## src/design/mem_pkg.sv

```systemverilog
`default_nettype none

package mem_pkg;

    ////////////////////////////////////////////////////////////
    // Sizes
    ////////////////////////////////////////////////////////////
    localparam int WORD_W      = 32;                      // Data word
    localparam int WORD_ADDR_W = 30;                      // Word address, byte addr [31:2]
    localparam int REG_ADDR_W  = 5;                       // GPR index
    localparam int SPM_ADDR_W  = 10;                      // SPM word index
    localparam int SPM_DEPTH   = 1 << SPM_ADDR_W;         // 1024 words
    localparam int SPM_BASE_W  = WORD_ADDR_W - SPM_ADDR_W; // Window select bits

    // Window select, word address [29:10]; zero maps bytes 0..4095
    localparam logic [SPM_BASE_W-1:0] SPM_BASE = '0;

    ////////////////////////////////////////////////////////////
    // Encodings
    ////////////////////////////////////////////////////////////
    typedef enum logic [1:0] {
        MEM_OP_NOP = 2'd0,                                // Pass ALU result
        MEM_OP_LDW = 2'd1,                                // Load word
        MEM_OP_STW = 2'd2                                 // Store word
    } mem_op_e;

    // Other codes from upstream stages pass through untouched
    typedef enum logic [2:0] {
        EXP_NONE       = 3'd0,
        EXP_MISS_ALIGN = 3'd4,                            // Unaligned word access
        EXP_BUS_ERR    = 3'd7                             // Outside SPM window
    } exp_code_e;

    ////////////////////////////////////////////////////////////
    // Records
    ////////////////////////////////////////////////////////////
    typedef struct packed {
        logic                  en;                        // Entry valid
        exp_code_e             exp_code;
        logic [WORD_W-1:0]     pc;
        mem_op_e               mem_op;
        logic [WORD_W-1:0]     wr_data;                   // Store data
        logic [REG_ADDR_W-1:0] rd_addr;                   // Destination GPR
        logic                  gpr_we;                    // GPR write enable
        logic [WORD_W-1:0]     alu_out;                   // EX result or address
    } ex_mem_t;                                           // 108 bits

    typedef struct packed {
        logic                  en;
        exp_code_e             exp_code;
        logic [WORD_W-1:0]     pc;
        logic [REG_ADDR_W-1:0] rd_addr;
        logic                  gpr_we;
        logic [WORD_W-1:0]     out;                       // Stage result
    } mem_wb_t;                                           // 74 bits

    typedef struct packed {
        logic                  strobe;                    // Access request
        logic                  write;                     // 1 store, 0 load
        logic [SPM_ADDR_W-1:0] addr;                      // Word index
        logic [WORD_W-1:0]     wr_data;
    } spm_req_t;

endpackage

`default_nettype wire
```

## src/design/mem_stage.sv

```systemverilog
`timescale 1ns/1ps
`default_nettype none

module mem_stage (
    input  logic                        clk,
    input  logic                        rst_n,
    // Pipeline control
    input  logic                        stall,
    input  logic                        flush,
    // EX/MEM record
    input  mem_pkg::ex_mem_t            ex_in,
    // Forward path
    output logic [mem_pkg::WORD_W-1:0]  fwd_data,      // Combinational result
    // SPM port
    output mem_pkg::spm_req_t           spm_req,
    input  logic [mem_pkg::WORD_W-1:0]  spm_rd_data,
    // MEM/WB record
    output mem_pkg::mem_wb_t            mem_out
);

    ////////////////////////////////////////////////////////////
    // Internal wires
    ////////////////////////////////////////////////////////////
    logic [mem_pkg::WORD_W-1:0]      rd_data;         // bus_if to mem_ctrl
    logic [mem_pkg::WORD_ADDR_W-1:0] addr;            // Word address
    logic                            strobe;
    logic                            write;
    logic [mem_pkg::WORD_W-1:0]      wr_data;
    logic [mem_pkg::WORD_W-1:0]      out;             // Access result
    logic                            miss_align;
    logic                            bus_err;

    assign fwd_data = out;                            // To earlier stages

    mem_ctrl u_mem_ctrl (
        .ex_in      (ex_in),
        .rd_data    (rd_data),
        .strobe     (strobe),
        .write      (write),
        .addr       (addr),
        .wr_data    (wr_data),
        .out        (out),
        .miss_align (miss_align)
    );

    bus_if u_bus_if (
        .flush       (flush),
        .strobe      (strobe),
        .write       (write),
        .addr        (addr),
        .wr_data     (wr_data),
        .rd_data     (rd_data),
        .bus_err     (bus_err),
        .spm_req     (spm_req),
        .spm_rd_data (spm_rd_data)
    );

    mem_reg u_mem_reg (
        .clk        (clk),
        .rst_n      (rst_n),
        .stall      (stall),
        .flush      (flush),
        .ex_in      (ex_in),
        .out        (out),
        .miss_align (miss_align),
        .bus_err    (bus_err),
        .mem_out    (mem_out)
    );

endmodule

`default_nettype wire

```

## src/design/mem_reg.sv

```systemverilog
`timescale 1ns/1ps
`default_nettype none

module mem_reg (
    input  logic                        clk,
    input  logic                        rst_n,
    input  logic                        stall,      // Hold register
    input  logic                        flush,      // Insert bubble
    input  mem_pkg::ex_mem_t            ex_in,
    input  logic [mem_pkg::WORD_W-1:0]  out,        // From mem_ctrl
    input  logic                        miss_align,
    input  logic                        bus_err,
    output mem_pkg::mem_wb_t            mem_out     // MEM/WB record
);

    logic new_exp;                                  // Exception raised here

    assign new_exp = (ex_in.exp_code == mem_pkg::EXP_NONE) && (miss_align || bus_err);

    ////////////////////////////////////////////////////////////
    // MEM/WB register
    ////////////////////////////////////////////////////////////
    always_ff @(posedge clk) begin
        if (!rst_n) begin
            mem_out.en       <= 1'b0;               // Bubble
            mem_out.gpr_we   <= 1'b0;
            mem_out.exp_code <= mem_pkg::EXP_NONE;
        end else if (!stall) begin                  // Stall holds everything
            if (flush) begin
                mem_out.en       <= 1'b0;
                mem_out.gpr_we   <= 1'b0;
                mem_out.exp_code <= mem_pkg::EXP_NONE;
            end else if (new_exp) begin
                mem_out.en     <= 1'b1;             // Keep entry for the handler
                mem_out.gpr_we <= 1'b0;             // Suppress writeback
                if (miss_align) begin
                    mem_out.exp_code <= mem_pkg::EXP_MISS_ALIGN; // Wins over bus error
                end else begin
                    mem_out.exp_code <= mem_pkg::EXP_BUS_ERR;
                end
                mem_out.pc      <= ex_in.pc;
                mem_out.rd_addr <= ex_in.rd_addr;
                mem_out.out     <= '0;              // No valid result
            end else begin
                mem_out.en       <= ex_in.en;
                mem_out.gpr_we   <= ex_in.gpr_we;
                mem_out.exp_code <= ex_in.exp_code; // Upstream code passes through
                mem_out.pc       <= ex_in.pc;
                mem_out.rd_addr  <= ex_in.rd_addr;
                mem_out.out      <= out;
            end
        end
    end

    // Writeback only ever comes with a valid entry
    assert property (@(posedge clk) disable iff (!rst_n) mem_out.gpr_we |-> mem_out.en);

endmodule

`default_nettype wire

```

## src/design/bus_if.sv

```systemverilog
`timescale 1ns/1ps
`default_nettype none

module bus_if (
    input  logic                             flush,       // Cancel this access
    // CPU side
    input  logic                             strobe,
    input  logic                             write,
    input  logic [mem_pkg::WORD_ADDR_W-1:0]  addr,
    input  logic [mem_pkg::WORD_W-1:0]       wr_data,
    output logic [mem_pkg::WORD_W-1:0]       rd_data,
    output logic                             bus_err,     // Outside SPM window
    // SPM side
    output mem_pkg::spm_req_t                spm_req,
    input  logic [mem_pkg::WORD_W-1:0]       spm_rd_data
);

    logic in_window;                                     // Address hits SPM
    logic hit;                                           // Strobe inside window

    ////////////////////////////////////////////////////////////
    // Address decode
    ////////////////////////////////////////////////////////////
    assign in_window = (addr[mem_pkg::WORD_ADDR_W-1:mem_pkg::SPM_ADDR_W]
                        == mem_pkg::SPM_BASE);
    assign hit       = strobe && in_window;
    assign bus_err   = strobe && !in_window;             // Never forwarded

    ////////////////////////////////////////////////////////////
    // SPM request, blocked by flush
    ////////////////////////////////////////////////////////////
    always_comb begin
        spm_req.strobe  = hit && !flush;
        spm_req.write   = hit && !flush && write;        // No write on flush
        spm_req.addr    = addr[mem_pkg::SPM_ADDR_W-1:0]; // Word index in window
        spm_req.wr_data = wr_data;
    end

    // Read data only for a strobe that reached the window
    assign rd_data = hit ? spm_rd_data : '0;

endmodule

`default_nettype wire

```

## src/design/mem_ctrl.sv

```systemverilog
`timescale 1ns/1ps
`default_nettype none

module mem_ctrl (
    input  mem_pkg::ex_mem_t                 ex_in,      // EX/MEM record
    input  logic [mem_pkg::WORD_W-1:0]       rd_data,    // From bus_if
    output logic                             strobe,     // CPU side request
    output logic                             write,      // Store when high
    output logic [mem_pkg::WORD_ADDR_W-1:0]  addr,       // Word address
    output logic [mem_pkg::WORD_W-1:0]       wr_data,
    output logic [mem_pkg::WORD_W-1:0]       out,        // Stage result
    output logic                             miss_align  // Unaligned access
);

    ////////////////////////////////////////////////////////////
    // Operation decode
    ////////////////////////////////////////////////////////////
    logic is_load;                                       // Valid LDW
    logic is_store;                                      // Valid STW
    logic aligned;                                       // Byte offset zero

    assign is_load  = ex_in.en && (ex_in.mem_op == mem_pkg::MEM_OP_LDW);
    assign is_store = ex_in.en && (ex_in.mem_op == mem_pkg::MEM_OP_STW);
    assign aligned  = (ex_in.alu_out[1:0] == 2'b00);     // Word boundary

    ////////////////////////////////////////////////////////////
    // Request to bus_if
    ////////////////////////////////////////////////////////////
    assign miss_align = (is_load || is_store) && !aligned;
    assign strobe     = (is_load || is_store) && aligned; // No access when unaligned
    assign write      = is_store && aligned;
    assign addr       = ex_in.alu_out[mem_pkg::WORD_W-1:2]; // Drop byte offset
    assign wr_data    = ex_in.wr_data;

    ////////////////////////////////////////////////////////////
    // Result select
    ////////////////////////////////////////////////////////////
    always_comb begin
        out = ex_in.alu_out;                             // NOP and store
        if (is_load) begin
            if (aligned) begin
                out = rd_data;                           // Loaded word
            end else begin
                out = '0;                                // Faulting load
            end
        end
    end

endmodule

`default_nettype wire

```

## config.mk

```make
export PLATFORM = sky130hd
export DESIGN_NAME = mem_stage
export DESIGN_NICKNAME = d
export VERILOG_FILES = /design/src/design/mem_pkg.sv /design/src/design/mem_stage.sv /design/src/design/mem_reg.sv /design/src/design/bus_if.sv /design/src/design/mem_ctrl.sv
export SDC_FILE = /design/constraint.sdc
export NUM_CORES = 1
export LEC_CHECK = 0
export BUFFER_PORTS_ARGS = -buffer_cell sky130_fd_sc_hd__buf_2
export CORE_AREA = 2 2 113 115
export DETAILED_ROUTE_END_ITERATION = 12
export DIE_AREA = 0 0 115 117
export GPL_TIMING_DRIVEN = 1
export PLACE_DENSITY_LB_ADDON = 0.3
export SLEW_MARGIN = 0
export SYNTH_ARGS = -nofsm -noshare
export SYNTH_HDL_FRONTEND = slang
export SYNTH_SLANG_ARGS = --single-unit
```

## constraint.sdc

```tcl
create_clock -name clk -period 4.25 [get_ports clk]
set_input_delay 1.0625 -clock clk [delete_from_list [all_inputs] [get_ports clk]]
set_output_delay 1.0625 -clock clk [all_outputs]
set_load 0.1 [all_outputs]
```

==> qor_table.md <==
| Group | Parameter | This run |
|:---|:---|:---|
| synthesis | Avg Synthesized Cell Area | 11.8 µm² |
| clock tree | CTS tree | yes |
| critical path | Critical register-to-register path startpoint | u_mem_reg.mem_out[71]$_SDFFE_PN0N_ |
| critical path | Classification of the worst setup path | in -> out |
| outcome | Result of the run | finished clean |
| critical path | Maximum fanout along the worst path | 22 |
| sta | Minimum period implied by the final worst setup slack | 4.09 ns |
| routing | Final routed wire length divided by cell count | 18.2 µm |
| sta | Final slew viol count | 0 |
| clock tree | Number of buffers created by CTS | 9 |
| grt | Tot GR Track Use | 16.2% |
| synthesis | Cell area after synthesis | 3480 µm² |
| placement | Buffers on Ports | 229 |
| synthesis | Number of nets produced by synthesis | 440 |
| routing | Wire length reported by the detailed router | 11.5 mm |
| critical path | Number of cells on the worst reg-to-reg path | 2 |
| clock tree | Setup repair bufs after CTS | 0 |
| synthesis | Synth warnings | 0 |
| clock tree | Insertion delay of the later-clocked pin in the worst-skew pair | 0.33 ns |
| pwr | Overall power after layout | 0.00235 W |
| sta | Final Hold Violating Endpoints | 0 |
| floorplanning | Core area | 12,300 µm² |
| min path | Worst Hold Launch | u_mem_reg.mem_out[32]$_SDFFE_PN0N_ |
| clock tree | CTS root buffer | clkbuf_16 |
| final layout | Number of fill cells in the layout | 1,184 |
| pwr | Sw Ratio | 35.8% |
| critical path | End of the worst register-to-register path | u_mem_reg.mem_out[71]$_SDFFE_PN0N_ |
| pwr | Pleak | 2.32 nW |
| final layout | Layout area overhead | 50.8% |
| sta | Upper clock frequency limit | 244 MHz |
| clock tree | Count of hold-fix buffers inserted at cts | 0 |
| routing | Antenna Violating Nets Remaining | 0 |
| sta | Total setup violations reported at the end of the flow | 0 |
| sta | Fraction of the cycle the final worst path needs | 96.3% |
| grt | Pin count of the biggest net entering global routing | 75 |
| clock tree | Longest Clk Path Bufs | 2 |
| critical path | Worst endpoint required time | 3.19 ns |
| pwr | VDD IR-drop max | 147 µV |
| synthesis | Cells after Synth | 296 |
| final layout | Top register by number of flip-flops | u_mem_reg.mem_out |
| synthesis | Seq cells post-synth | 74 |
| clock tree | Clock edge transition at the registers on the reported setup and hold paths | 0.06 ns |
| critical path | Element type at the critical path end | primary output |
| routing | Residual DRC | 0 |
| pwr | Net switching power of the design | 0.000841 W |
| routing | First-pass DRT Iterations | 5 |
| pwr | Pwr Density | 447 nW/µm² |
| grt | Via count of the first global-routing pass | 2,875 |
| sta | Layout Skew | 0 ns |
| placement | Final estimated routing congestion in global placement | 0.762 |
| sta | Aggregate negative setup slack | 0 ns |
| pwr | Reg power frac | 35.9% |
| routing | Vias per Instance | 4.84 |
| run | Number of maximum-capacitance constraint violations | 0 |
| critical path | Worst Path Arrival | 3.03 ns |
| routing | Routed via count | 3,078 |
| clock tree | Number of gates resized after cts | 0 |
| sta | RSZ-0062 raised after global routing | no |
| final layout | Commonest cells after routing, fill and taps aside | 195 x buf_2, 69 x edfxtp_1, 66 x nand2_1, 35 x buf_12, 32 x nand4_1 |
| floorplanning | Number of I/O pins | 294 |
| clock tree | Max H-tree Level | 3 |
| sta | Slew margin rel. | 26.8% |
| min path | Hold-critical path depth | 2 |
| floorplanning | Row count | 41 |
| final layout | Area of combinational cells with multiple inputs | 868 µm² |
| final layout | Final design area excluding fillers | 5260 µm² |
| floorplanning | Overall die area | 13,500 µm² |
| routing | Number of violations reported at the end of detailed-routing iteration 0 | 229 |
| critical path | Critical path startpoint category | input pin |
| critical path | Setup slack on the worst flop-to-flop path | 3.41 ns |
| floorplanning | Chip width | 115 µm |
| clock tree | Count of clock tree sinks | 74 |
| placement | Placed standard-cell area | 4930 µm² |
| final layout | Layout cell share with drive strength beyond 1 | 52.8% |
| floorplanning | Starting density of the core | 28.3% |
| final layout | Max reg flops | 74 |
| grt | Antenna violations before repair | 1 |
| placement | HPWL reported at the end of detailed placement | 8.68 mm |
| final layout | Number of nets in the finished design | 624 |
| final layout | Area taken by flip-flops and latches | 2170 µm² |
| synthesis | Distinct cells, synth | 30 |
| floorplanning | Die Ht | 117 µm |
| min path | Worst Hold Class | reg -> reg |
| synthesis | Sequential element share of the synthesized area | 62.3% |
| final layout | Most common cell after layout, fill and taps aside | buf_2 |
| pwr | Portion of total power attributed to combinational logic | 29.3% |
| grt | First-pass GRT wire length | 16.1 mm |
| grt | Leftover overflow at the end of global routing | 0 |
| min path | WHS Endpoint | u_mem_reg.mem_out[32]$_SDFFE_PN0N_ |
| pwr | Share of power burned in the clock network | 34.7% |
| pwr | Internal Pwr Total | 0.00151 W |
| sta | Pin slew with the least headroom to its limit | 1.10 ns |
| final layout | Largest registers | u_mem_reg.mem_out: 74 flops |
-- area by class of cell --
| class | instances | area share [%] |
|---|---|---|
| Clock inverter | 6 | 1.71 |
| Timing Repair Buffer | 234 | 32.5 |
| Tap cell | 150 | 3.57 |
| Clock buffer | 10 | 4.36 |
| Antenna cell | 1 | 0.0476 |
| Multi-Input combinational cell | 161 | 16.5 |
| Sequential cell | 74 | 41.3 |
-- Yosys cell counts --
library cell  number  area, µm²
nor3b_1            1       7.51
clkbuf_1           5       18.8
and4b_1            1       10.0
a22o_1             2       17.5
a21oi_1           31        155
and2_1             3       18.8
a32oi_1            1       8.76
and4bb_2           1       12.5
nand3_1            1       5.00
a21boi_4           1       18.8
o21ai_0            2       10.0
xnor2_1            1       8.76
and3b_2            1       10.0
nor4_1             5       31.3
dfxtp_1            5        100
nand4_1           32        200
a32o_1             2       20.0
nor2b_1            1       6.26
buf_4             44        330
a21oi_2            2       17.5
edfxtp_1          69       2070
nand2b_1           1       6.26
nor4b_1            1       8.76
nor2_1             2       7.51
and4_1             1       8.76
buf_2              6       30.0
buf_6              6       67.6
nand3b_1           1       7.51
nor4_4             1       21.3
nand2_1           66        248
-- layer usage --
layer	vias up	routed length [µm]	track usage, %	share of wire, %
met4	0	554	9.72	4.8
met1	1423	4260	18.4	37
met5	-	0	0	0
met2	195	5660	26.9	49
li1	1421	-	-	-
met3	39	1070	5.10	9.3
-- worst max-delay path, stage by stage --
cell      delay, ns
buf_2          0.11
nor4_1         0.58
and4_1         0.31
buf_4          0.30
and2_1         0.21
and4bb_2       0.27
buf_12         0.18
-- cell families after synthesis --
family / count (synthesis) / share of synthesized area, %
flops: 74 / 62.3
xor+xnor: 1 / 0.251
compound gates: 41 / 7.11
buf+inv: 61 / 12.8
simple gates: 119 / 17.5
-- power groups by stage --
stage,registers [W],clock network [W],logic [W]
after detailed placement,0.000860,0,0.000692
after floorplan,0.00111,0,0.000389
after global placement,0.000860,0,0.000689
after CTS,0.000845,0.000837,0.000693
after global routing,0.000848,0.000866,0.000712
final,0.000845,0.000816,0.000690
-- through the flow --
| stage | std cells | setup slack [ns] | utilization [%] | hold WS (ns) |
|---|---|---|---|---|
| floorplan | 296 | 0.455 | - | 0.938 |
| global placement | 619 | 0.129 | 40.1 | 0.468 |
| detailed placement | 619 | 0.148 | 40.1 | 0.478 |
| CTS | 635 | 0.135 | 42.7 | 0.494 |
| global route | 636 | 0.0571 | 42.7 | 0.542 |
| finish | 636 | 0.158 | 42.7 | 0.494 |
-- worst max-delay path by stage --
stage	start	end	slack (ns)	cells past startpoint
after floorplan	stall	u_mem_reg.mem_out[0]$_SDFFCE_PP0P_	0.46	3
after global placement	ex_in[17]	spm_req[43]	0.13	7
after detailed placement	ex_in[17]	spm_req[43]	0.15	7
after CTS	ex_in[17]	spm_req[43]	0.14	7
after global routing	ex_in[17]	spm_req[43]	0.06	7
final	ex_in[17]	spm_req[43]	0.16	7
Note: power is estimated with default switching activity, not from simulation.
